$ cat src/hw/vec_alu_consts.svh
`ifndef VEC_ALU_CONSTS_SVH
`define VEC_ALU_CONSTS_SVH

// datapath sizes
`define VEC_DATA_W       64
`define VEC_OPC_W        6

// lanes per 64-bit operand for each width code
`define VEC_BYTE_LANES   8
`define VEC_HALF_LANES   4
`define VEC_WORD_LANES   2
`define VEC_DOUBLE_LANES 1

// shift amount field, low bits of each b lane
`define VEC_SH_BYTE_W    3
`define VEC_SH_HALF_W    4
`define VEC_SH_WORD_W    5
`define VEC_SH_DOUBLE_W  6

// opcode values, 14/15/18 (div, mod, sqrt) and 19/21/22 left unused
`define VEC_OP_VAND      6'd1
`define VEC_OP_VOR       6'd2
`define VEC_OP_VXOR      6'd3
`define VEC_OP_VNOT      6'd4
`define VEC_OP_VMOV      6'd5
`define VEC_OP_VADD      6'd6
`define VEC_OP_VSUB      6'd7
`define VEC_OP_VMULEU    6'd8
`define VEC_OP_VMULOU    6'd9
`define VEC_OP_VSLL      6'd10
`define VEC_OP_VSRL      6'd11
`define VEC_OP_VSRA      6'd12
`define VEC_OP_VRTTH     6'd13
`define VEC_OP_VSQEU     6'd16
`define VEC_OP_VSQOU     6'd17
`define VEC_OP_VSD       6'd20
`define VEC_OP_VNOP      6'd23

`endif

$ cat src/hw/vec_alu_pkg.sv
`include "vec_alu_consts.svh"

package vec_alu_pkg;

    // ************************************************************************
    // opcodes kept from the original vector ALU
    // ************************************************************************
    typedef enum logic [`VEC_OPC_W-1:0] {
        OP_VAND   = `VEC_OP_VAND,
        OP_VOR    = `VEC_OP_VOR,
        OP_VXOR   = `VEC_OP_VXOR,
        OP_VNOT   = `VEC_OP_VNOT,
        OP_VMOV   = `VEC_OP_VMOV,
        OP_VADD   = `VEC_OP_VADD,
        OP_VSUB   = `VEC_OP_VSUB,
        OP_VMULEU = `VEC_OP_VMULEU,
        OP_VMULOU = `VEC_OP_VMULOU,
        OP_VSLL   = `VEC_OP_VSLL,
        OP_VSRL   = `VEC_OP_VSRL,
        OP_VSRA   = `VEC_OP_VSRA,
        OP_VRTTH  = `VEC_OP_VRTTH,
        OP_VSQEU  = `VEC_OP_VSQEU,
        OP_VSQOU  = `VEC_OP_VSQOU,
        OP_VSD    = `VEC_OP_VSD,
        OP_VNOP   = `VEC_OP_VNOP
    } alu_op_t;

    // lane size, value doubles as index into per-width result tables
    typedef enum logic [1:0] {
        LW_BYTE   = 2'b00,
        LW_HALF   = 2'b01,
        LW_WORD   = 2'b10,
        LW_DOUBLE = 2'b11
    } lane_width_t;

    // lane 0 sits at the most significant end
    typedef logic [`VEC_DATA_W-1:0] vec_word_t;

    // one issued operation, 136 bits
    typedef struct packed {
        alu_op_t     op;
        lane_width_t width;
        vec_word_t   a;
        vec_word_t   b;
    } alu_req_t;

endpackage

$ cat src/hw/lane_multiply.sv
`include "vec_alu_consts.svh"

module lane_multiply (
    input  vec_alu_pkg::alu_req_t  req,
    output vec_alu_pkg::vec_word_t product
);

    // only byte, half and word lanes can widen into 64 bits
    localparam int LANES [3] = '{
        `VEC_BYTE_LANES,
        `VEC_HALF_LANES,
        `VEC_WORD_LANES
    };

    logic                   odd;             // odd-numbered source lanes
    logic                   square;          // second factor is a again
    logic [`VEC_DATA_W-1:0] factor_b;
    logic [`VEC_DATA_W-1:0] prod_res [3];

    assign odd    = (req.op == vec_alu_pkg::OP_VMULOU) || (req.op == vec_alu_pkg::OP_VSQOU);
    assign square = (req.op == vec_alu_pkg::OP_VSQEU) || (req.op == vec_alu_pkg::OP_VSQOU);

    assign factor_b = square ? req.a : req.b;

    // ************************************************************************
    // pair p covers lanes 2p and 2p+1, its 2W-bit product lands exactly
    // on the bits of that pair, so products pack from the top down
    // ************************************************************************
    for (genvar w = 0; w < 3; w++) begin : g_width
        localparam int LW = `VEC_DATA_W / LANES[w];

        for (genvar p = 0; p < LANES[w] / 2; p++) begin : g_pair
            localparam int PH = `VEC_DATA_W - 1 - p * 2 * LW;   // pair msb

            logic [LW-1:0] x;
            logic [LW-1:0] y;

            // even lane is the upper one of the pair
            assign x = odd ? req.a[PH-LW -: LW] : req.a[PH -: LW];
            assign y = odd ? factor_b[PH-LW -: LW] : factor_b[PH -: LW];

            assign prod_res[w][PH -: 2*LW] = (2*LW)'(x) * (2*LW)'(y);
        end
    end

    // no room for a 128-bit product
    always_comb begin
        case (req.width)
            vec_alu_pkg::LW_BYTE: begin
                product = prod_res[0];
            end
            vec_alu_pkg::LW_HALF: begin
                product = prod_res[1];
            end
            vec_alu_pkg::LW_WORD: begin
                product = prod_res[2];
            end
            default: begin
                product = '0;
            end
        endcase
    end

endmodule

$ cat config.mk
export PLATFORM = sky130hd
export DESIGN_NAME = lane_multiply
export DESIGN_NICKNAME = d
export VERILOG_FILES = /design/src/hw/vec_alu_pkg.sv /design/src/hw/lane_multiply.sv
export VERILOG_INCLUDE_DIRS = /design/src /design/src/hw
export SDC_FILE = /design/constraint.sdc
export NUM_CORES = 2
export LEC_CHECK = 0
export ABC_AREA = 1
export BUFFER_PORTS_ARGS = -buffer_cell sky130_fd_sc_hd__buf_2
export CAP_MARGIN = 30
export CORE_MARGIN = 2
export CORE_UTILIZATION = 60
export DETAILED_ROUTE_END_ITERATION = 10
export PLACE_DENSITY = 0.87
export SLEW_MARGIN = 20
export SYNTH_ARGS = -nofsm -noshare
export SYNTH_HDL_FRONTEND = slang
export SYNTH_SLANG_ARGS = --single-unit
$ cat constraint.sdc
create_clock -name vclk -period 14.79
set_input_delay 1.479 -clock vclk [all_inputs]
set_output_delay 1.479 -clock vclk [all_outputs]
set_load 0.03 [all_outputs]
==> run metrics <==
post-CTS setup buffer count=0; Setup TNS=0 ns; status=complete, no violations; Filler Cell Count=9,263; Crit. End Element=output port; drt wl/cell=25.42 um; non-filler cells, final=9,858; critical path peak fanout=43; type of the most critical hold path=primary input to output port; Max-slew headroom=0.2530; Congestion Overflow GR=0; IO Count=200; Post-Synth XOR/XNOR Area=0.003080; synthesized cell area=0.06256 mm2; register area=0 um2; DR vias/cell=5.976; worst path arrival time=11.53 ns; Die W=326.9 um; Synth Area in Simple Gates=0.2195; post-CTS resize count=0; post-synthesis compound-gate area fraction=0.04634; Area Growth Syn to Fin=3.686%; Worst Tran Pin Value=1.116 ns; Hold Fails Final Rpt=0; largest family of logic cells by synthesized area=adder cells; fin crit share=0.8797; footprint of the multi-input gates=0.05353 mm2; largest net degree at the start of global routing=59; Yosys Warn Count=0; Cell Rows=118; hold depth=6; vias in the first global route=60,830; Endpoint, Worst Hold=product[35]; Slowest Stage Delay on Critical Path=0.66 ns; initial antenna violation count=18; DRC marker count from the first detailed-route iteration=7,143; hold path startpoint=req[128]; slowest CP cell=o21ai_0; worst setup path startpoint=req[131]; drt total wl=250,500 um; Worst setup SP type=primary input; Chip Height=326.9 um; hold_buf cts=0; Final setup viols=0; final instance area=0.06486 mm2; final net count=10,640; HPWL after detailed placement=210,900 um; Antenna Nets Post-Route=0; placed insts=9,839; CP required=13.31 ns; DR pass1 iterations=7; CP dominant cell by count=fa_1; DRC viols=0; GRT Overall Usage=0.4735; post-synthesis cell type count=40; first-pass GRT wire length=372,800 um; CLK BUF=0; routed vias=58,920; Mapped Cells=8,435; unrepaired setup endpoints after global routing=false; pins over their slew limit=0; core box area=0.1035 mm2; die area=0.1069 mm2; layout cells sized above 1=0.05743; mux share of post-synthesis cell area=0.004320; area share of fa/ha/maj cells after synthesis=0.5800; RePlAce Congestion=1.132; Post-Syn Area per Cell=7.416 um2; port bufs=200; seq_cells=0; sequential fraction of the synthesis area=0; Syn Nets=10,610; placed inst area=0.06479 mm2; Final min period=13.01 ns; critical path class=primary input to output port; Initial Utilization=0.6044; max_cap viols=0; Max Fclk=0.07686 GHz
## synth_stat cells, types with 5 or more instances
cell type,instances,share of area
a21oi_1,224,0.018
buf_2,194,0.016
buf_4,13,0.0016
buf_6,5,0.00090
clkbuf_1,38,0.0023
fa_1,1428,0.46
ha_1,615,0.12
inv_1,2026,0.12
inv_2,79,0.0047
mux2i_1,27,0.0043
nand2_1,1976,0.12
nand2_2,25,0.0025
nand3_1,253,0.020
nand3b_1,19,0.0023
nand4_1,26,0.0026
nor2_1,1089,0.065
nor3_1,38,0.0030
o211ai_1,7,0.00084
o21a_1,5,0.00060
o21ai_0,137,0.011
o21ai_1,52,0.0042
o21ai_2,41,0.0057
o21bai_1,28,0.0034
or2_1,5,0.00050
or2_2,36,0.0036
xnor2_1,16,0.0022
xor2_1,6,0.00084
## metrics by stage
step | setup slack (ns) | hold WS, ns | utilization
6_report | 1.780 | 3.780 | 0.6267
5_1_grt | 1.569 | 3.814 | 0.6264
3_5_place_dp | 2.089 | 3.771 | 0.6260
4_1_cts | 2.045 | 3.770 | 0.6260
3_3_place_gp | 1.838 | 3.759 | 0.6252
2_1_floorplan | 4.963 | 3.387 | -
## layout by cell type, fill, tap and decap left out, types with 73 or more instances in the layout
cell / instances
fa_1: 1428
inv_2: 78
nand2_1: 1972
inv_1: 2026
a21oi_1: 224
buf_4: 73
ha_1: 615
buf_2: 200
nor2_1: 1087
o21ai_0: 135
nand3_1: 253
## layout make-up
type,count,area share
Tap cell,1380,0.02662
Multi-Input combinational cell,6076,0.8253
Antenna cell,16,0.0006173
Timing Repair Buffer,280,0.02552
Inverter,2106,0.1219
## worst max path at each step
stage                       end  slack, ns  depth (start not counted)
floorplan           product[32]       4.96                         31
global placement    product[54]       1.84                         32
detailed placement  product[55]       2.09                         33
CTS                 product[55]       2.05                         33
global route        product[55]       1.57                         35
finish              product[27]       1.78                         32
## cell families (layout without fill, tap and decap cells)
family,count (synthesis),in the layout
AND/OR/NAND/NOR,3473,3473
buffers and inverters,2359,2386
adder cells (fa/ha/maj),2043,2043
other,0,16
AO/OA/AOI/OAI,511,511
XOR/XNOR,22,22
multiplexers,27,27
## worst max-delay path, delay by kind of cell
kind / cells / cell delay [ns]
buf+inv: 11 / 2.56
fa+ha+maj: 9 / 4.26
compound gates: 2 / 0.95
simple gates: 10 / 2.18
## metal layers
metal	track usage	routed length, um
met5	0	75
met4	0.2624	18660
met3	0.1794	38120
met2	0.6903	103700
met1	0.6086	89940
