`config.mk`:
```
export PLATFORM = sky130hd
export DESIGN_NAME = lane_add_sub
export DESIGN_NICKNAME = d
export VERILOG_FILES = /design/src/hw/vec_alu_pkg.sv /design/src/hw/lane_add_sub.sv
export VERILOG_INCLUDE_DIRS = /design/src /design/src/hw
export SDC_FILE = /design/constraint.sdc
export NUM_CORES = 1
export LEC_CHECK = 0
export BUFFER_PORTS_ARGS = -buffer_cell sky130_fd_sc_hd__buf_2
export CORE_AREA = 2 2 173 158
export DETAILED_ROUTE_END_ITERATION = 10
export DIE_AREA = 0 0 175 160
export SLEW_MARGIN = 25
export SYNTH_ARGS = -nofsm -noshare
export SYNTH_HDL_FRONTEND = slang
export SYNTH_SLANG_ARGS = --single-unit
```
`constraint.sdc`:
```
create_clock -name vclk -period 4.05
set_input_delay 0.2025 -clock vclk [all_inputs]
set_output_delay 0.2025 -clock vclk [all_outputs]
set_load 0.1 [all_outputs]
```
`src/hw/vec_alu_consts.svh`:
```
`ifndef VEC_ALU_CONSTS_SVH
`define VEC_ALU_CONSTS_SVH

// datapath sizes
`define VEC_DATA_W       64
`define VEC_OPC_W        6

// lanes per 64-bit operand for each width code
`define VEC_BYTE_LANES   8
`define VEC_HALF_LANES   4
`define VEC_WORD_LANES   2
`define VEC_DOUBLE_LANES 1

// shift amount field, low bits of each b lane
`define VEC_SH_BYTE_W    3
`define VEC_SH_HALF_W    4
`define VEC_SH_WORD_W    5
`define VEC_SH_DOUBLE_W  6

// opcode values, 14/15/18 (div, mod, sqrt) and 19/21/22 left unused
`define VEC_OP_VAND      6'd1
`define VEC_OP_VOR       6'd2
`define VEC_OP_VXOR      6'd3
`define VEC_OP_VNOT      6'd4
`define VEC_OP_VMOV      6'd5
`define VEC_OP_VADD      6'd6
`define VEC_OP_VSUB      6'd7
`define VEC_OP_VMULEU    6'd8
`define VEC_OP_VMULOU    6'd9
`define VEC_OP_VSLL      6'd10
`define VEC_OP_VSRL      6'd11
`define VEC_OP_VSRA      6'd12
`define VEC_OP_VRTTH     6'd13
`define VEC_OP_VSQEU     6'd16
`define VEC_OP_VSQOU     6'd17
`define VEC_OP_VSD       6'd20
`define VEC_OP_VNOP      6'd23

`endif

```
`src/hw/vec_alu_pkg.sv`:
```
`include "vec_alu_consts.svh"

package vec_alu_pkg;

    // ************************************************************************
    // opcodes kept from the original vector ALU
    // ************************************************************************
    typedef enum logic [`VEC_OPC_W-1:0] {
        OP_VAND   = `VEC_OP_VAND,
        OP_VOR    = `VEC_OP_VOR,
        OP_VXOR   = `VEC_OP_VXOR,
        OP_VNOT   = `VEC_OP_VNOT,
        OP_VMOV   = `VEC_OP_VMOV,
        OP_VADD   = `VEC_OP_VADD,
        OP_VSUB   = `VEC_OP_VSUB,
        OP_VMULEU = `VEC_OP_VMULEU,
        OP_VMULOU = `VEC_OP_VMULOU,
        OP_VSLL   = `VEC_OP_VSLL,
        OP_VSRL   = `VEC_OP_VSRL,
        OP_VSRA   = `VEC_OP_VSRA,
        OP_VRTTH  = `VEC_OP_VRTTH,
        OP_VSQEU  = `VEC_OP_VSQEU,
        OP_VSQOU  = `VEC_OP_VSQOU,
        OP_VSD    = `VEC_OP_VSD,
        OP_VNOP   = `VEC_OP_VNOP
    } alu_op_t;

    // lane size, value doubles as index into per-width result tables
    typedef enum logic [1:0] {
        LW_BYTE   = 2'b00,
        LW_HALF   = 2'b01,
        LW_WORD   = 2'b10,
        LW_DOUBLE = 2'b11
    } lane_width_t;

    // lane 0 sits at the most significant end
    typedef logic [`VEC_DATA_W-1:0] vec_word_t;

    // one issued operation, 136 bits
    typedef struct packed {
        alu_op_t     op;
        lane_width_t width;
        vec_word_t   a;
        vec_word_t   b;
    } alu_req_t;

endpackage

```
`src/hw/lane_add_sub.sv`:
```
`include "vec_alu_consts.svh"

module lane_add_sub (
    input  vec_alu_pkg::alu_req_t  req,
    output vec_alu_pkg::vec_word_t sum
);

    // lanes per width code, indexed by lane_width_t
    localparam int LANES [4] = '{
        `VEC_BYTE_LANES,
        `VEC_HALF_LANES,
        `VEC_WORD_LANES,
        `VEC_DOUBLE_LANES
    };

    logic                   sub;              // a - b done as a + ~b + 1
    logic [`VEC_DATA_W-1:0] b_op;             // b or its complement
    logic [`VEC_DATA_W-1:0] lane_res [4];     // one full result per width

    assign sub  = (req.op == vec_alu_pkg::OP_VSUB);
    assign b_op = sub ? ~req.b : req.b;

    // ************************************************************************
    // separate adder per lane, the +1 of a subtract is fed into every lane
    // so no carry or borrow ever leaks into the neighbour
    // ************************************************************************
    for (genvar w = 0; w < 4; w++) begin : g_width
        localparam int LW = `VEC_DATA_W / LANES[w];

        for (genvar l = 0; l < LANES[w]; l++) begin : g_lane
            localparam int HI = `VEC_DATA_W - 1 - l * LW;   // lane 0 at top

            logic [LW-1:0] lane_a;
            logic [LW-1:0] lane_b;

            assign lane_a = req.a[HI -: LW];
            assign lane_b = b_op[HI -: LW];

            // wraps modulo 2**LW
            assign lane_res[w][HI -: LW] = lane_a + lane_b + LW'(sub);
        end
    end

    // width code picks the partition
    assign sum = lane_res[req.width];

endmodule

```
==> out/results.tsv <==
stage	metric	value	unit
layout	antenna cells	0	
layout	most common cell after layout, fill and taps aside	buf_4	
timing	RSZ-0062 raised after global routing	yes	
logic_synthesis	Seq/Total Area, Yosys	0	%
placed_design	HPWL Detailed	24.6	mm
status	status	finished with violations	
grt	initial antenna violation count	0	
status	violated checks	setup timing	
logic_synthesis	complex-gate fraction of the synthesized area	35.9	%
placed_design	placed cell area	11000	um2
power_and_ir_drop	pwr dens	308	nW/um2
setup_path	Arrival @ worst endpoint	4000	ps
layout	sequential cell area	0	um2
worst_hold_path	Hold Crit Endpoint	sum[0]	
floorplanning	CORE AREA	26500	um2
logic_synthesis	mux cell area share after synthesis	0.676	%
timing	Final Hold Fails	0	
power_and_ir_drop	worst IR drop on VDD	0.352	mV
floorplanning	Die ar.	28000	um2
power_and_ir_drop	sequential power share	0	%
timing	Final Max Tran Viols	0	
power_and_ir_drop	Sw Ratio	61.3	%
timing	measured slew at the worst slew-check pin	670	ps
logic_synthesis	Post-Synth XOR/XNOR Area	18.3	%
layout	Final Net Count	1589	
grt	largest net degree at the start of global routing	47	
setup_path	CP max FO	16	
grt	first-pass GRT wire length	46.4	mm
floorplanning	FP Rows	57	
detailed_routing	Top Metal Used	met4	
floorplanning	Die Y	160	um
setup_path	Crit. End Element	primary output	
grt	gr ovfl total	0	
placed_design	post-place setup slack	-215	ps
detailed_routing	met2 WL	13.7	mm
grt	GR Util All Layers	20.1	%
placed_design	# port buffers	200	
floorplanning	Die W	175	um
setup_path	WP data required	3850	ps
logic_synthesis	Cell Area, Synth	6470	um2
power_and_ir_drop	clock share of power	0	%
detailed_routing	DRC viols	0	
floorplanning	num ports	200	
grt	vias in the first global route	8773	
clock_network	CTS Hold Bufs	0	
logic_synthesis	Yosys cell types	72	
logic_synthesis	main combinational cell family by area after synthesis	compound AO/OA/AOI/OAI gates	
setup_path	WS Path Type	in -> out	
logic_synthesis	Syn Area/Cell	6.51	um2
detailed_routing	1st-iter DRT viols	606	
logic_synthesis	Post-Synth Adder-Cell Area	16.8	%
layout	clock buf count	0	
placed_design	Placed Cells	1693	
logic_synthesis	yosys warns	0	
timing	fmax	238	MHz
detailed_routing	vias per inst	5.16	
power_and_ir_drop	Leak	5.32	nW
worst_hold_path	Hold Path Depth	3	
timing	final setup vio count	12	
timing	final worst path period share	104	%
detailed_routing	Routed WL per cell	17.4	um
detailed_routing	metal3 WL	1.71	mm
detailed_routing	via count	8897	
logic_synthesis	Synth Net Count	1212	
layout	Fillers	2680	
timing	post-route setup slack	-150	ps
placed_design	GP Congestion	0.923	
detailed_routing	ANT nets after route	0	
layout	post-route cell area	11900	um2
worst_hold_path	HP Start	req[64]	
layout	Non-Filler Instances	1723	
detailed_routing	Routed WL	29.9	mm
power_and_ir_drop	cell internal pwr	1.43	mW
timing	Period minus WS final	4200	ps
logic_synthesis	Syn Inst Count	994	
floorplanning	Initial Utilization	24.5	%
layout	share of cells above drive strength 1	46.7	%
layout	seq_cells	0	
layout	Layout area overhead	84.5	%
detailed_routing	Metal-1 WL	13.9	mm
timing	Slew headroom	55.2	%
worst_hold_path	Hold WC Path Type	in -> out	
detailed_routing	drt first pass iters	7	
logic_synthesis	Simple-Gate Fraction of Synth Area	22.7	%
power_and_ir_drop	Comb pwr share	100.0	%
power_and_ir_drop	P_sw	2.26	mW
layout	leading cell types in the layout, fill and taps excluded	216 x buf_4, 143 x buf_2, 95 x nand2_1, 85 x a21oi_1, 77 x nor2_1	
flow_run	Max Cap Viol	0	
setup_path	crit path launch type	input pin	
[repair_timing]
item | CTS | global route
setup buffers | 9 | 20
setup endpoints to repair | 26 | 39
resized for setup | 15 | 130
pin swaps | 9 | 38
gates cloned | 0 | 2
hold endpoints to repair | 0 | 0
[per-layer routing]
layer / up-vias / GRT usage (%)
met5: - / 0
met4: 0 / 3.48
met3: 36 / 1.48
met2: 324 / 32.9
met1: 4171 / 29.0
li1: 4366 / -
[power by group through the flow]
stage	clock [mW]	combinational, mW	sequential [mW]
after floorplan	0	2.27	0
after global placement	0	3.51	0
after detailed placement	0	3.52	0
after CTS	0	3.56	0
after global routing	0	3.86	0
final	0	3.68	0
[how the worst max path moves through the flow]
| stage | to | start |
|---|---|---|
| after floorplan | sum[54] | req[133] |
| after global placement | sum[55] | req[133] |
| after detailed placement | sum[55] | req[133] |
| after CTS | sum[49] | req[133] |
| after global routing | sum[61] | req[133] |
| final | sum[49] | req[133] |
[layout make-up]
type | instances | area [um2] | area share [%]
multi-input combinational | 895 | 7630 | 63.9
timing repair buffer | 433 | 3710 | 31.1
tap | 354 | 443 | 3.71
inverter | 41 | 154 | 1.29
[cells in the mapped netlist, types with 3 or more instances]
library cell | count | area [um2]
a31oi_1 | 14 | 87.6
a311oi_1 | 4 | 35.0
a21boi_0 | 5 | 37.5
fa_1 | 8 | 160
o21a_1 | 13 | 97.6
mux2_2 | 3 | 33.8
o211ai_1 | 11 | 82.6
o21bai_1 | 13 | 97.6
and3_1 | 5 | 31.3
o31ai_1 | 7 | 52.6
o211a_1 | 5 | 50.1
nor4_1 | 9 | 56.3
or3_1 | 6 | 37.5
nand2b_1 | 4 | 25.0
nand3_1 | 20 | 100
nand4_1 | 29 | 181
xor2_1 | 34 | 298
o221ai_1 | 6 | 52.6
nor2b_1 | 11 | 68.8
nand2_1 | 104 | 390
a211oi_1 | 9 | 67.6
ha_1 | 74 | 926
clkbuf_1 | 55 | 206
a21o_1 | 35 | 263
o21ai_0 | 71 | 355
a22oi_1 | 4 | 30.0
inv_1 | 40 | 150
nor2_1 | 85 | 319
nor3_1 | 19 | 95.1
o22ai_1 | 5 | 31.3
o41ai_1 | 3 | 26.3
and2_1 | 3 | 18.8
or2_2 | 6 | 37.5
xnor2_1 | 101 | 885
a31o_2 | 3 | 26.3
a21oi_1 | 124 | 621
[cells by family (layout without fill, tap and decap cells)]
logic type      Yosys count  count (layout)
compound gates          361             361
simple gates            313             313
buf+inv                  99             474
mux                       4               4
fa+ha+maj                82              82
xor+xnor                135             135
[stage by stage]
stage	utilization (%)	TNS (ps)	hold WS [ps]	total power [mW]
2_1_floorplan	-	-3930	748	2.27
4_1_cts	42.1	-1450	871	3.56
5_1_grt	45.1	-3740	884	3.86
6_report	45.1	-907	863	3.68
3_5_place_dp	41.6	-2200	871	3.52
3_3_place_gp	41.6	-1150	862	3.51
[worst max-delay path, cell delays in order]
cell	delay (ps)
buf_6	80
nand4b_1	170
or3_4	410
buf_12	180
buf_4	140
xnor2_1	120
ha_1	340
nand4_1	230
o41a_1	530
a2111oi_4	390
o21ai_2	160
o221a_4	270
and4_4	190
or3_4	380
buf_12	180
Power figures use the tool's default switching activity.
