--- src/hw/vec_alu_consts.svh ---
`ifndef VEC_ALU_CONSTS_SVH
`define VEC_ALU_CONSTS_SVH

// datapath sizes
`define VEC_DATA_W       64
`define VEC_OPC_W        6

// lanes per 64-bit operand for each width code
`define VEC_BYTE_LANES   8
`define VEC_HALF_LANES   4
`define VEC_WORD_LANES   2
`define VEC_DOUBLE_LANES 1

// shift amount field, low bits of each b lane
`define VEC_SH_BYTE_W    3
`define VEC_SH_HALF_W    4
`define VEC_SH_WORD_W    5
`define VEC_SH_DOUBLE_W  6

// opcode values, 14/15/18 (div, mod, sqrt) and 19/21/22 left unused
`define VEC_OP_VAND      6'd1
`define VEC_OP_VOR       6'd2
`define VEC_OP_VXOR      6'd3
`define VEC_OP_VNOT      6'd4
`define VEC_OP_VMOV      6'd5
`define VEC_OP_VADD      6'd6
`define VEC_OP_VSUB      6'd7
`define VEC_OP_VMULEU    6'd8
`define VEC_OP_VMULOU    6'd9
`define VEC_OP_VSLL      6'd10
`define VEC_OP_VSRL      6'd11
`define VEC_OP_VSRA      6'd12
`define VEC_OP_VRTTH     6'd13
`define VEC_OP_VSQEU     6'd16
`define VEC_OP_VSQOU     6'd17
`define VEC_OP_VSD       6'd20
`define VEC_OP_VNOP      6'd23

`endif

--- src/hw/vec_alu_pkg.sv ---
`include "vec_alu_consts.svh"

package vec_alu_pkg;

    // ************************************************************************
    // opcodes kept from the original vector ALU
    // ************************************************************************
    typedef enum logic [`VEC_OPC_W-1:0] {
        OP_VAND   = `VEC_OP_VAND,
        OP_VOR    = `VEC_OP_VOR,
        OP_VXOR   = `VEC_OP_VXOR,
        OP_VNOT   = `VEC_OP_VNOT,
        OP_VMOV   = `VEC_OP_VMOV,
        OP_VADD   = `VEC_OP_VADD,
        OP_VSUB   = `VEC_OP_VSUB,
        OP_VMULEU = `VEC_OP_VMULEU,
        OP_VMULOU = `VEC_OP_VMULOU,
        OP_VSLL   = `VEC_OP_VSLL,
        OP_VSRL   = `VEC_OP_VSRL,
        OP_VSRA   = `VEC_OP_VSRA,
        OP_VRTTH  = `VEC_OP_VRTTH,
        OP_VSQEU  = `VEC_OP_VSQEU,
        OP_VSQOU  = `VEC_OP_VSQOU,
        OP_VSD    = `VEC_OP_VSD,
        OP_VNOP   = `VEC_OP_VNOP
    } alu_op_t;

    // lane size, value doubles as index into per-width result tables
    typedef enum logic [1:0] {
        LW_BYTE   = 2'b00,
        LW_HALF   = 2'b01,
        LW_WORD   = 2'b10,
        LW_DOUBLE = 2'b11
    } lane_width_t;

    // lane 0 sits at the most significant end
    typedef logic [`VEC_DATA_W-1:0] vec_word_t;

    // one issued operation, 136 bits
    typedef struct packed {
        alu_op_t     op;
        lane_width_t width;
        vec_word_t   a;
        vec_word_t   b;
    } alu_req_t;

endpackage

--- src/hw/result_select.sv ---
`include "vec_alu_consts.svh"

module result_select (
    input  logic                   clk,
    input  logic                   rst,
    input  logic                   alu,        // issue strobe
    input  vec_alu_pkg::alu_req_t  req,
    input  vec_alu_pkg::vec_word_t sum,
    input  vec_alu_pkg::vec_word_t shifted,
    input  vec_alu_pkg::vec_word_t product,
    output vec_alu_pkg::vec_word_t alu_out,
    output logic                   out_valid
);

    logic [`VEC_DATA_W-1:0] logic_res;    // bitwise, move and store
    logic [`VEC_DATA_W-1:0] result;

    // ************************************************************************
    // width independent ops, done right here
    // ************************************************************************
    always_comb begin
        case (req.op)
            vec_alu_pkg::OP_VAND: logic_res = req.a & req.b;
            vec_alu_pkg::OP_VOR:  logic_res = req.a | req.b;
            vec_alu_pkg::OP_VXOR: logic_res = req.a ^ req.b;
            vec_alu_pkg::OP_VNOT: logic_res = ~req.a;
            vec_alu_pkg::OP_VMOV: logic_res = req.a;
            vec_alu_pkg::OP_VSD:  logic_res = req.b;     // store data path
            default:              logic_res = '0;
        endcase
    end

    // ************************************************************************
    // class select, each unit already resolved its own variant
    // ************************************************************************
    always_comb begin
        case (req.op)
            vec_alu_pkg::OP_VAND,
            vec_alu_pkg::OP_VOR,
            vec_alu_pkg::OP_VXOR,
            vec_alu_pkg::OP_VNOT,
            vec_alu_pkg::OP_VMOV,
            vec_alu_pkg::OP_VSD: begin
                result = logic_res;
            end
            vec_alu_pkg::OP_VADD,
            vec_alu_pkg::OP_VSUB: begin
                result = sum;
            end
            vec_alu_pkg::OP_VSLL,
            vec_alu_pkg::OP_VSRL,
            vec_alu_pkg::OP_VSRA,
            vec_alu_pkg::OP_VRTTH: begin
                result = shifted;
            end
            vec_alu_pkg::OP_VMULEU,
            vec_alu_pkg::OP_VMULOU,
            vec_alu_pkg::OP_VSQEU,
            vec_alu_pkg::OP_VSQOU: begin
                result = product;
            end
            default: begin
                result = '0;                          // nop and unused codes
            end
        endcase
    end

    // execute stage register, result and valid appear on the same edge
    always_ff @(posedge clk) begin
        if (rst) begin
            alu_out   <= '0;
            out_valid <= 1'b0;
        end else begin
            out_valid <= alu;                         // one pulse per issue
            if (alu) begin
                alu_out <= result;                    // hold while idle
            end
        end
    end

endmodule

--- config.mk ---
export PLATFORM = sky130hd
export DESIGN_NAME = result_select
export DESIGN_NICKNAME = d
export VERILOG_FILES = /design/src/hw/vec_alu_pkg.sv /design/src/hw/result_select.sv
export VERILOG_INCLUDE_DIRS = /design/src /design/src/hw
export SDC_FILE = /design/constraint.sdc
export NUM_CORES = 1
export LEC_CHECK = 0
export BUFFER_PORTS_ARGS = -buffer_cell sky130_fd_sc_hd__clkbuf_2
export CORE_AREA = 5 5 153 155
export CTS_CLUSTER_DIAMETER = 50
export DETAILED_ROUTE_END_ITERATION = 7
export DIE_AREA = 0 0 158 160
export PLACE_DENSITY = 0.75
export SETUP_SLACK_MARGIN = 0.05
export SYNTH_ARGS = -nofsm -noshare
export SYNTH_HDL_FRONTEND = slang
export SYNTH_SLANG_ARGS = --single-unit
--- constraint.sdc ---
create_clock -name clk -period 2.59 [get_ports clk]
set_input_delay 0.518 -clock clk [delete_from_list [all_inputs] [get_ports clk]]
set_output_delay 0.518 -clock clk [all_outputs]
set_load 0.03 [all_outputs]
==> flow_metrics.tcl, run 1 <==
set metrics [dict create \
    finalHoldViolCount 0 \
    crit_type "input port to flop" \
    stdcell_area_mm2 0.0123 \
    rsz0062_at_grt "no" \
    gp_congestion 0.907 \
    vias 11600 \
    dpl_worst_slack_ns 0.0790 \
    h-tree-depth 3 \
    crit_required_ns 2.84 \
    core_mm2 0.0217 \
    grt_pass1_vias 11700 \
    cts-buffers-inserted 9 \
    fin_tns_setup_ns 0 \
    postCtsHoldBufs 0 \
    die_h_um 160 \
    synth_area_mm2 0.00968 \
    regToRegStartpoint "alu_out[38]$_SDFFE_PP0P_" \
    outcome "finished clean" \
    final_layout_size_suffix_gt1_share_pct 30.8 \
    path_clk_slew_ns 0.06 \
    hpwl_um 28600 \
    ff2ff_path_depth 3 \
    r2r_setup_slack_ns 1.43 \
    antennaDiodeCount 0 \
    io_buffer_count 393 \
    die_x_um 158 \
    drtAntennaViolNets 0 \
    relSlewSlack_pct 53.9 \
    syn_inst 1324 \
    clk-insertion-delay-late_ns 0.34 \
    cts_max_path_buffers 2 \
    arrival_ns 2.45 \
    path_cells "clkbuf_2 > or4b_4 > nor2_4 > buf_4 > a2111oi_0 > a211oi_1" \
    synth.avg_cell_area_um2 7.31 \
    start_kind "input port" \
    ys_seq_area_share_pct 13.4 \
    cp_slowest_cell "or4b_4" \
    post_cts_buffers 0 \
    worst-path-stages 6 \
    holdPathEnd "alu_out[55]$_SDFFE_PP0P_" \
    r2r-end "alu_out[38]$_SDFFE_PP0P_" \
    timing.fmax_mhz 455 \
    drt-pass1-iter-count 8 \
    final_common_cell "clkbuf_2" \
    yosys_warnings 0 \
    ys_ff_latch 65 \
    worst_slack_ns 0.392 \
    area_growth_pct 26.9 \
    grt_overflow 0 \
    drv_cap 0 \
    place_area_mm2 0.0120 \
    grt_pass1_wl_um 60800 \
    n_fill_cell 2076 \
    io_pins 396 \
    setup.worst_path.end_class "flop" \
    fin_worst_skew_ns 0 \
    crit_buf_inv 2 \
    post_drt_via_cell_ratio 5.99 \
    hp-start "alu_out[55]$_SDFFE_PP0P_" \
    crit_fanout 29 \
    min_period_ns 2.20 \
    drv_slew 0 \
    grt_max_degree 104 \
    route.detailed.drc 0 \
    globalRouteTotalUtil_pct 29.5 \
    syn-num-nets 1783 \
    finalNetCount 2112 \
    drt_iter0_markers 720 \
    wl_per_cell_um 20.2 \
    p_leak_uw 0.00578 \
    cts_root_buf "clkbuf_16" \
    ir_drop_v 0.000250 \
    num_rows 54 \
    dieArea_mm2 0.0253 \
    cpPeakStageDelay_ns 0.61 \
    period_share_pct 84.9 \
    setup_violations 0 \
    total_power_uw 3550 \
    clock_sinks 65 \
    wl_um 39100 \
    post_cts_resized 0 \
    final_cell_mix "391 x clkbuf_2, 217 x inv_1, 128 x ha_1" \
    worstMarginPinSlew_ns 0.691 \
    holdPathStages 2 \
    powerDensity_mw_per_mm2 289 \
    critPathTopFamily "simple AND/OR/NAND/NOR gates" \
    hold_class "flop to flop" \
    synth_cell_types 44 \
    fin_util_pct 56.6 \
    initial_core_util_pct 44.6 \
    cts_tree "built" \
    antenna_found_initial 4 \
]
-- through the flow --
stage	cells	hold WS [ns]
2_1_floorplan	1324	0.624
3_3_place_gp	1922	0.511
3_5_place_dp	1922	0.515
4_1_cts	1938	0.526
5_1_grt	1938	0.544
6_report	1938	0.529
-- Yosys cell counts (all sizes together) --
master   instances  area, um2
a2111oi         76        713
a211oi          16        125
a21o             2       15.0
a21oi           47        235
a221oi          98        940
a222oi           3       30.0
a22oi            1       12.5
buf             60        353
clkbuf          63        236
dfxtp           65       1300
ha             128       1600
inv            218        818
nand2          103        387
nand2b          48        300
nand3b          31        233
nand4bb          1       11.3
nor2             7       60.1
nor2b           15       93.8
nor3           134        771
nor3b           49        368
nor4             2       12.5
o21ai           68        340
o31ai           47        353
or2              1       6.26
or3              2       12.5
or3b             1       8.76
or4              1       7.51
or4b             2       23.8
xnor2           17        149
xor2            18        158
-- worst max-delay path by stage --
stage | startpoint | endpoint | slack, ns
floorplan | req[132] | alu_out[12]$_SDFFE_PP0P_ | 0.55
global placement | req[131] | alu_out[6]$_SDFFE_PP0P_ | 0.12
detailed placement | req[131] | alu_out[58]$_SDFFE_PP0P_ | 0.08
CTS | req[131] | alu_out[58]$_SDFFE_PP0P_ | 0.43
global route | req[131] | alu_out[53]$_SDFFE_PP0P_ | 0.30
finish | req[131] | alu_out[58]$_SDFFE_PP0P_ | 0.39
-- final cells by class --
cell class              instances  area [um2]  share of cell area, %
flip-flops and latches         65        1300                   10.6
multi-input cells             918        7010                   57.1
inverters                     218         818                   6.66
clock buffers                  13         250                   2.04
clock inverters                 3        40.0                  0.326
repair buffers                441        2510                   20.4
well taps                     280         350                   2.85
-- power by group --
part	total [uW]	leakage (uW)	internal (uW)	switching, uW
Clock	1280	0.000144	772	513
Combinational	1250	0.00511	510	738
Sequential	1010	0.000524	1010	5.43
-- metal layers --
layer | vias to the layer above | wire length, um | global-route usage [%]
li1 | 5409 | - | -
met1 | 5354 | 14900 | 36.1
met2 | 683 | 17700 | 47.0
met3 | 155 | 4110 | 6.68
met4 | 8 | 2230 | 17.5
met5 | - | 53 | 0
-- worst reg2reg max path: stages, from the launching register on --
cell	delay, ns
dfxtp_1	0.32
nor2b_1	0.14
a2111oi_0	0.42
a211oi_1	0.14
-- cell families (layout without fill, tap and decap cells) --
logic type	Yosys count	after routing	share of synthesized area, %
XOR/XNOR	35	35	3.17
AND/OR/NAND/NOR	397	397	23.7
AO/OA/AOI/OAI	358	358	28.6
adder cells (fa/ha/maj)	128	128	16.6
buffers and inverters	341	675	14.5
flip-flops	65	65	13.4
-- sequential cells by signal, indices dropped and copies added, names as in the netlist --
name	count
alu_out	64
out_valid	1
Note: power is estimated with default switching activity, not from simulation.
==> run 2, diff against run 1 <==
--- a/config.mk
+++ b/config.mk
@@ -6,12 +6,13 @@
 export SDC_FILE = /design/constraint.sdc
 export NUM_CORES = 1
 export LEC_CHECK = 0
+export ABC_AREA = 1
 export BUFFER_PORTS_ARGS = -buffer_cell sky130_fd_sc_hd__clkbuf_2
-export CORE_AREA = 5 5 153 155
+export CORE_AREA = 5 5 151 153
 export CTS_CLUSTER_DIAMETER = 50
 export DETAILED_ROUTE_END_ITERATION = 7
-export DIE_AREA = 0 0 158 160
-export PLACE_DENSITY = 0.75
+export DIE_AREA = 0 0 156 158
+export PLACE_DENSITY = 0.78
 export SETUP_SLACK_MARGIN = 0.05
 export SYNTH_ARGS = -nofsm -noshare
 export SYNTH_HDL_FRONTEND = slang
==> constraint.sdc (replaced) <==
create_clock -name clk -period 2.27 [get_ports clk]
set_input_delay 0.454 -clock clk [delete_from_list [all_inputs] [get_ports clk]]
set_output_delay 0.454 -clock clk [all_outputs]
set_load 0.03 [all_outputs]
==> run 2 against run 1 <==
Net effect:
- combinational power grew 13%
- routed wire length up 1.5%
- power up 18%
- critical path type unchanged
- largest cell class unchanged
- highest routed layer unchanged
==> flow_metrics.tcl, run 2 <==
set metrics [dict create \
    outcome "finished clean" \
    cts_max_path_buffers 2 \
    relSlewSlack_pct 64.9 \
    grt_pass1_wl_um 61100 \
    route.detailed.drc 0 \
    vias 13300 \
    wl_um 39600 \
    finalNetCount 2595 \
    crit_type "input port to flop" \
    cts_tree "built" \
    synth_ff_type "dfxtp_1" \
    crit_fanout 20 \
    post_cts_resized 0 \
    crit_required_ns 2.56 \
    drtAntennaViolNets 0 \
    post_drt_via_cell_ratio 5.48 \
    antenna_found_initial 4 \
    largest_reg_flops 64 \
    regMostFlops "alu_out" \
    initial_core_util_pct 46.9 \
    wl_per_cell_um 16.4 \
    ys_ff_latch 65 \
    grt_pass1_vias 12400 \
    finalHoldViolCount 0 \
    yosysTopAreaCellShare_pct 15.9 \
    syn_inst 1818 \
    path_clk_slew_ns 0.06 \
    io_pins 396 \
    drt-pass1-iter-count 5 \
    final_layout_size_suffix_gt1_share_pct 22.3 \
    synth-edff-count 0 \
    yosysMostFrequentCell "nand2_1" \
    grt_max_degree 83 \
    io_buffer_count 393 \
    synth.avg_cell_area_um2 5.53 \
    drv_cap 0 \
    async_flop_share_pct 0 \
    fin_worst_skew_ns 0 \
    ys_seq_area_share_pct 12.9 \
    period_share_pct 80.1 \
    synth.top_cells.by_count "362 x nand2_1, 304 x nand3_1, 290 x nor2_1, 266 x inv_1, 160 x nand4_1" \
    yosys_warnings 0 \
    largest_registers "alu_out (64), out_valid (1)" \
    p_leak_uw 0.00758 \
    synth_area_leader_cell "ha_1" \
    die_x_um 156 \
    area_growth_pct 25.7 \
    synth_area_mm2 0.0101 \
    ir_drop_v 0.000308 \
    arrival_ns 2.10 \
    worstMarginPinSlew_ns 0.525 \
    rsz0062_at_grt "no" \
    drv_slew 0 \
    setup_violations 0 \
    cts-buffers-inserted 9 \
    dieArea_mm2 0.0246 \
    core_mm2 0.0214 \
    syn-num-nets 2277 \
    setup.worst_path.end_class "flop" \
    die_h_um 158 \
    postCtsHoldBufs 0 \
    total_power_uw 4190 \
    min_period_ns 1.82 \
    drt_iter0_markers 1151 \
    globalRouteTotalUtil_pct 30.4 \
    grt_overflow 0 \
    fin_tns_setup_ns 0 \
    gp_congestion 0.918 \
    hpwl_um 28500 \
    final_cell_mix "393 x clkbuf_2, 360 x nand2_1, 303 x nand3_1" \
    fin_util_pct 59.0 \
    num_rows 54 \
    hold_class "flop to flop" \
    h-tree-depth 3 \
    clock_sinks 65 \
    synth_cell_types 16 \
    timing.fmax_mhz 550 \
    post_cts_buffers 0 \
    start_kind "input port" \
    cts_root_buf "clkbuf_16" \
    clk-insertion-delay-late_ns 0.36 \
    powerDensity_mw_per_mm2 331 \
    synth_area_leaders "ha_1 16%, nand3_1 15%, nand2_1 14%" \
    final_common_cell "clkbuf_2" \
]
==> run 2: changes by cell type in the layout (fill, tap and decap cells not counted), moves of 31 or more <==
| cell | before | now |
|---|---|---|
| nor3_1 | 114 | 0 |
| nand4_1 | 0 | 160 |
| nand3b_1 | 31 | 0 |
| nand3_1 | 0 | 303 |
| o31ai_1 | 47 | 0 |
| nand2b_1 | 47 | 0 |
| inv_1 | 217 | 265 |
| nor3b_1 | 49 | 0 |
| a21oi_1 | 47 | 96 |
| nand2_1 | 102 | 360 |
| a2111oi_0 | 58 | 0 |
| a221oi_1 | 85 | 0 |
| o21ai_0 | 68 | 0 |
| nor2_1 | 2 | 285 |
==> run 2: logic make-up after synthesis <==
logic type / Yosys count / share of synthesized area (%)
buffers and inverters: 407 / 16.3
and+or+nand+nor: 1122 / 50.0
AOI/OAI and AO/OA: 96 / 4.78
adders and majority gates: 128 / 15.9
DFF: 65 / 12.9
==> run 2: final timing paths <==
check | startpoint | to | cells after the start | slack [ns]
worst max register to register | alu_out[38]$_SDFFE_PP0P_ | alu_out[38]$_SDFFE_PP0P_ | 2 | 1.59
worst min-delay path | alu_out[45]$_SDFFE_PP0P_ | alu_out[45]$_SDFFE_PP0P_ | 2 | 0.46
worst min register to register | alu_out[45]$_SDFFE_PP0P_ | alu_out[45]$_SDFFE_PP0P_ | 2 | 0.46
worst max-delay path | req[134] | alu_out[20]$_SDFFE_PP0P_ | 11 | 0.45
==> run 2: metrics by stage <==
step	hold slack (ns)	setup slack (ns)	instances	cell area, um2
final	0.462	0.452	2423	12600
after detailed placement	0.454	0.117	2405	12300
after CTS	0.464	0.486	2421	12600
after global routing	0.481	0.300	2423	12600
after global placement	0.451	0.172	2405	12300
after floorplan	0.594	0.646	1818	10100
==> run 2: final cells by class <==
cell class / count / area, um2
multi-input combinational: 1346 / 7160
antenna: 2 / 5.00
clock buffer: 10 / 229
tap: 280 / 350
inverter: 270 / 1010
sequential: 65 / 1300
fill: 2183 / 8780
timing repair buffer: 444 / 2500
clock inverter: 6 / 82.6
==> run 2: metal layers <==
metal / wire, um / share of wire [%] / global-route usage [%]
met5: 25 / 0.063 / 0
met4: 1410 / 3.5 / 13.3
met3: 3670 / 9.3 / 6.18
met2: 18800 / 47 / 52.0
met1: 15700 / 40 / 37.0
==> run 2: power by group <==
group          leakage [uW]  switching (uW)  total, uW  internal, uW
Sequential         0.000527            21.5       1200          1180
Combinational       0.00690             903       1410           505
Clock              0.000152             622       1580           958
Total               0.00758            1550       4190          2640
==> run 2: worst max-delay path: stages <==
cell      delay (ns)
clkbuf_2        0.12
inv_1           0.11
nand2_1         0.15
nor2_4          0.40
buf_4           0.33
nand3_1         0.11
nand2_1         0.08
nor2_1          0.05
nand3_1         0.08
nand2_1         0.06
a21oi_1         0.14
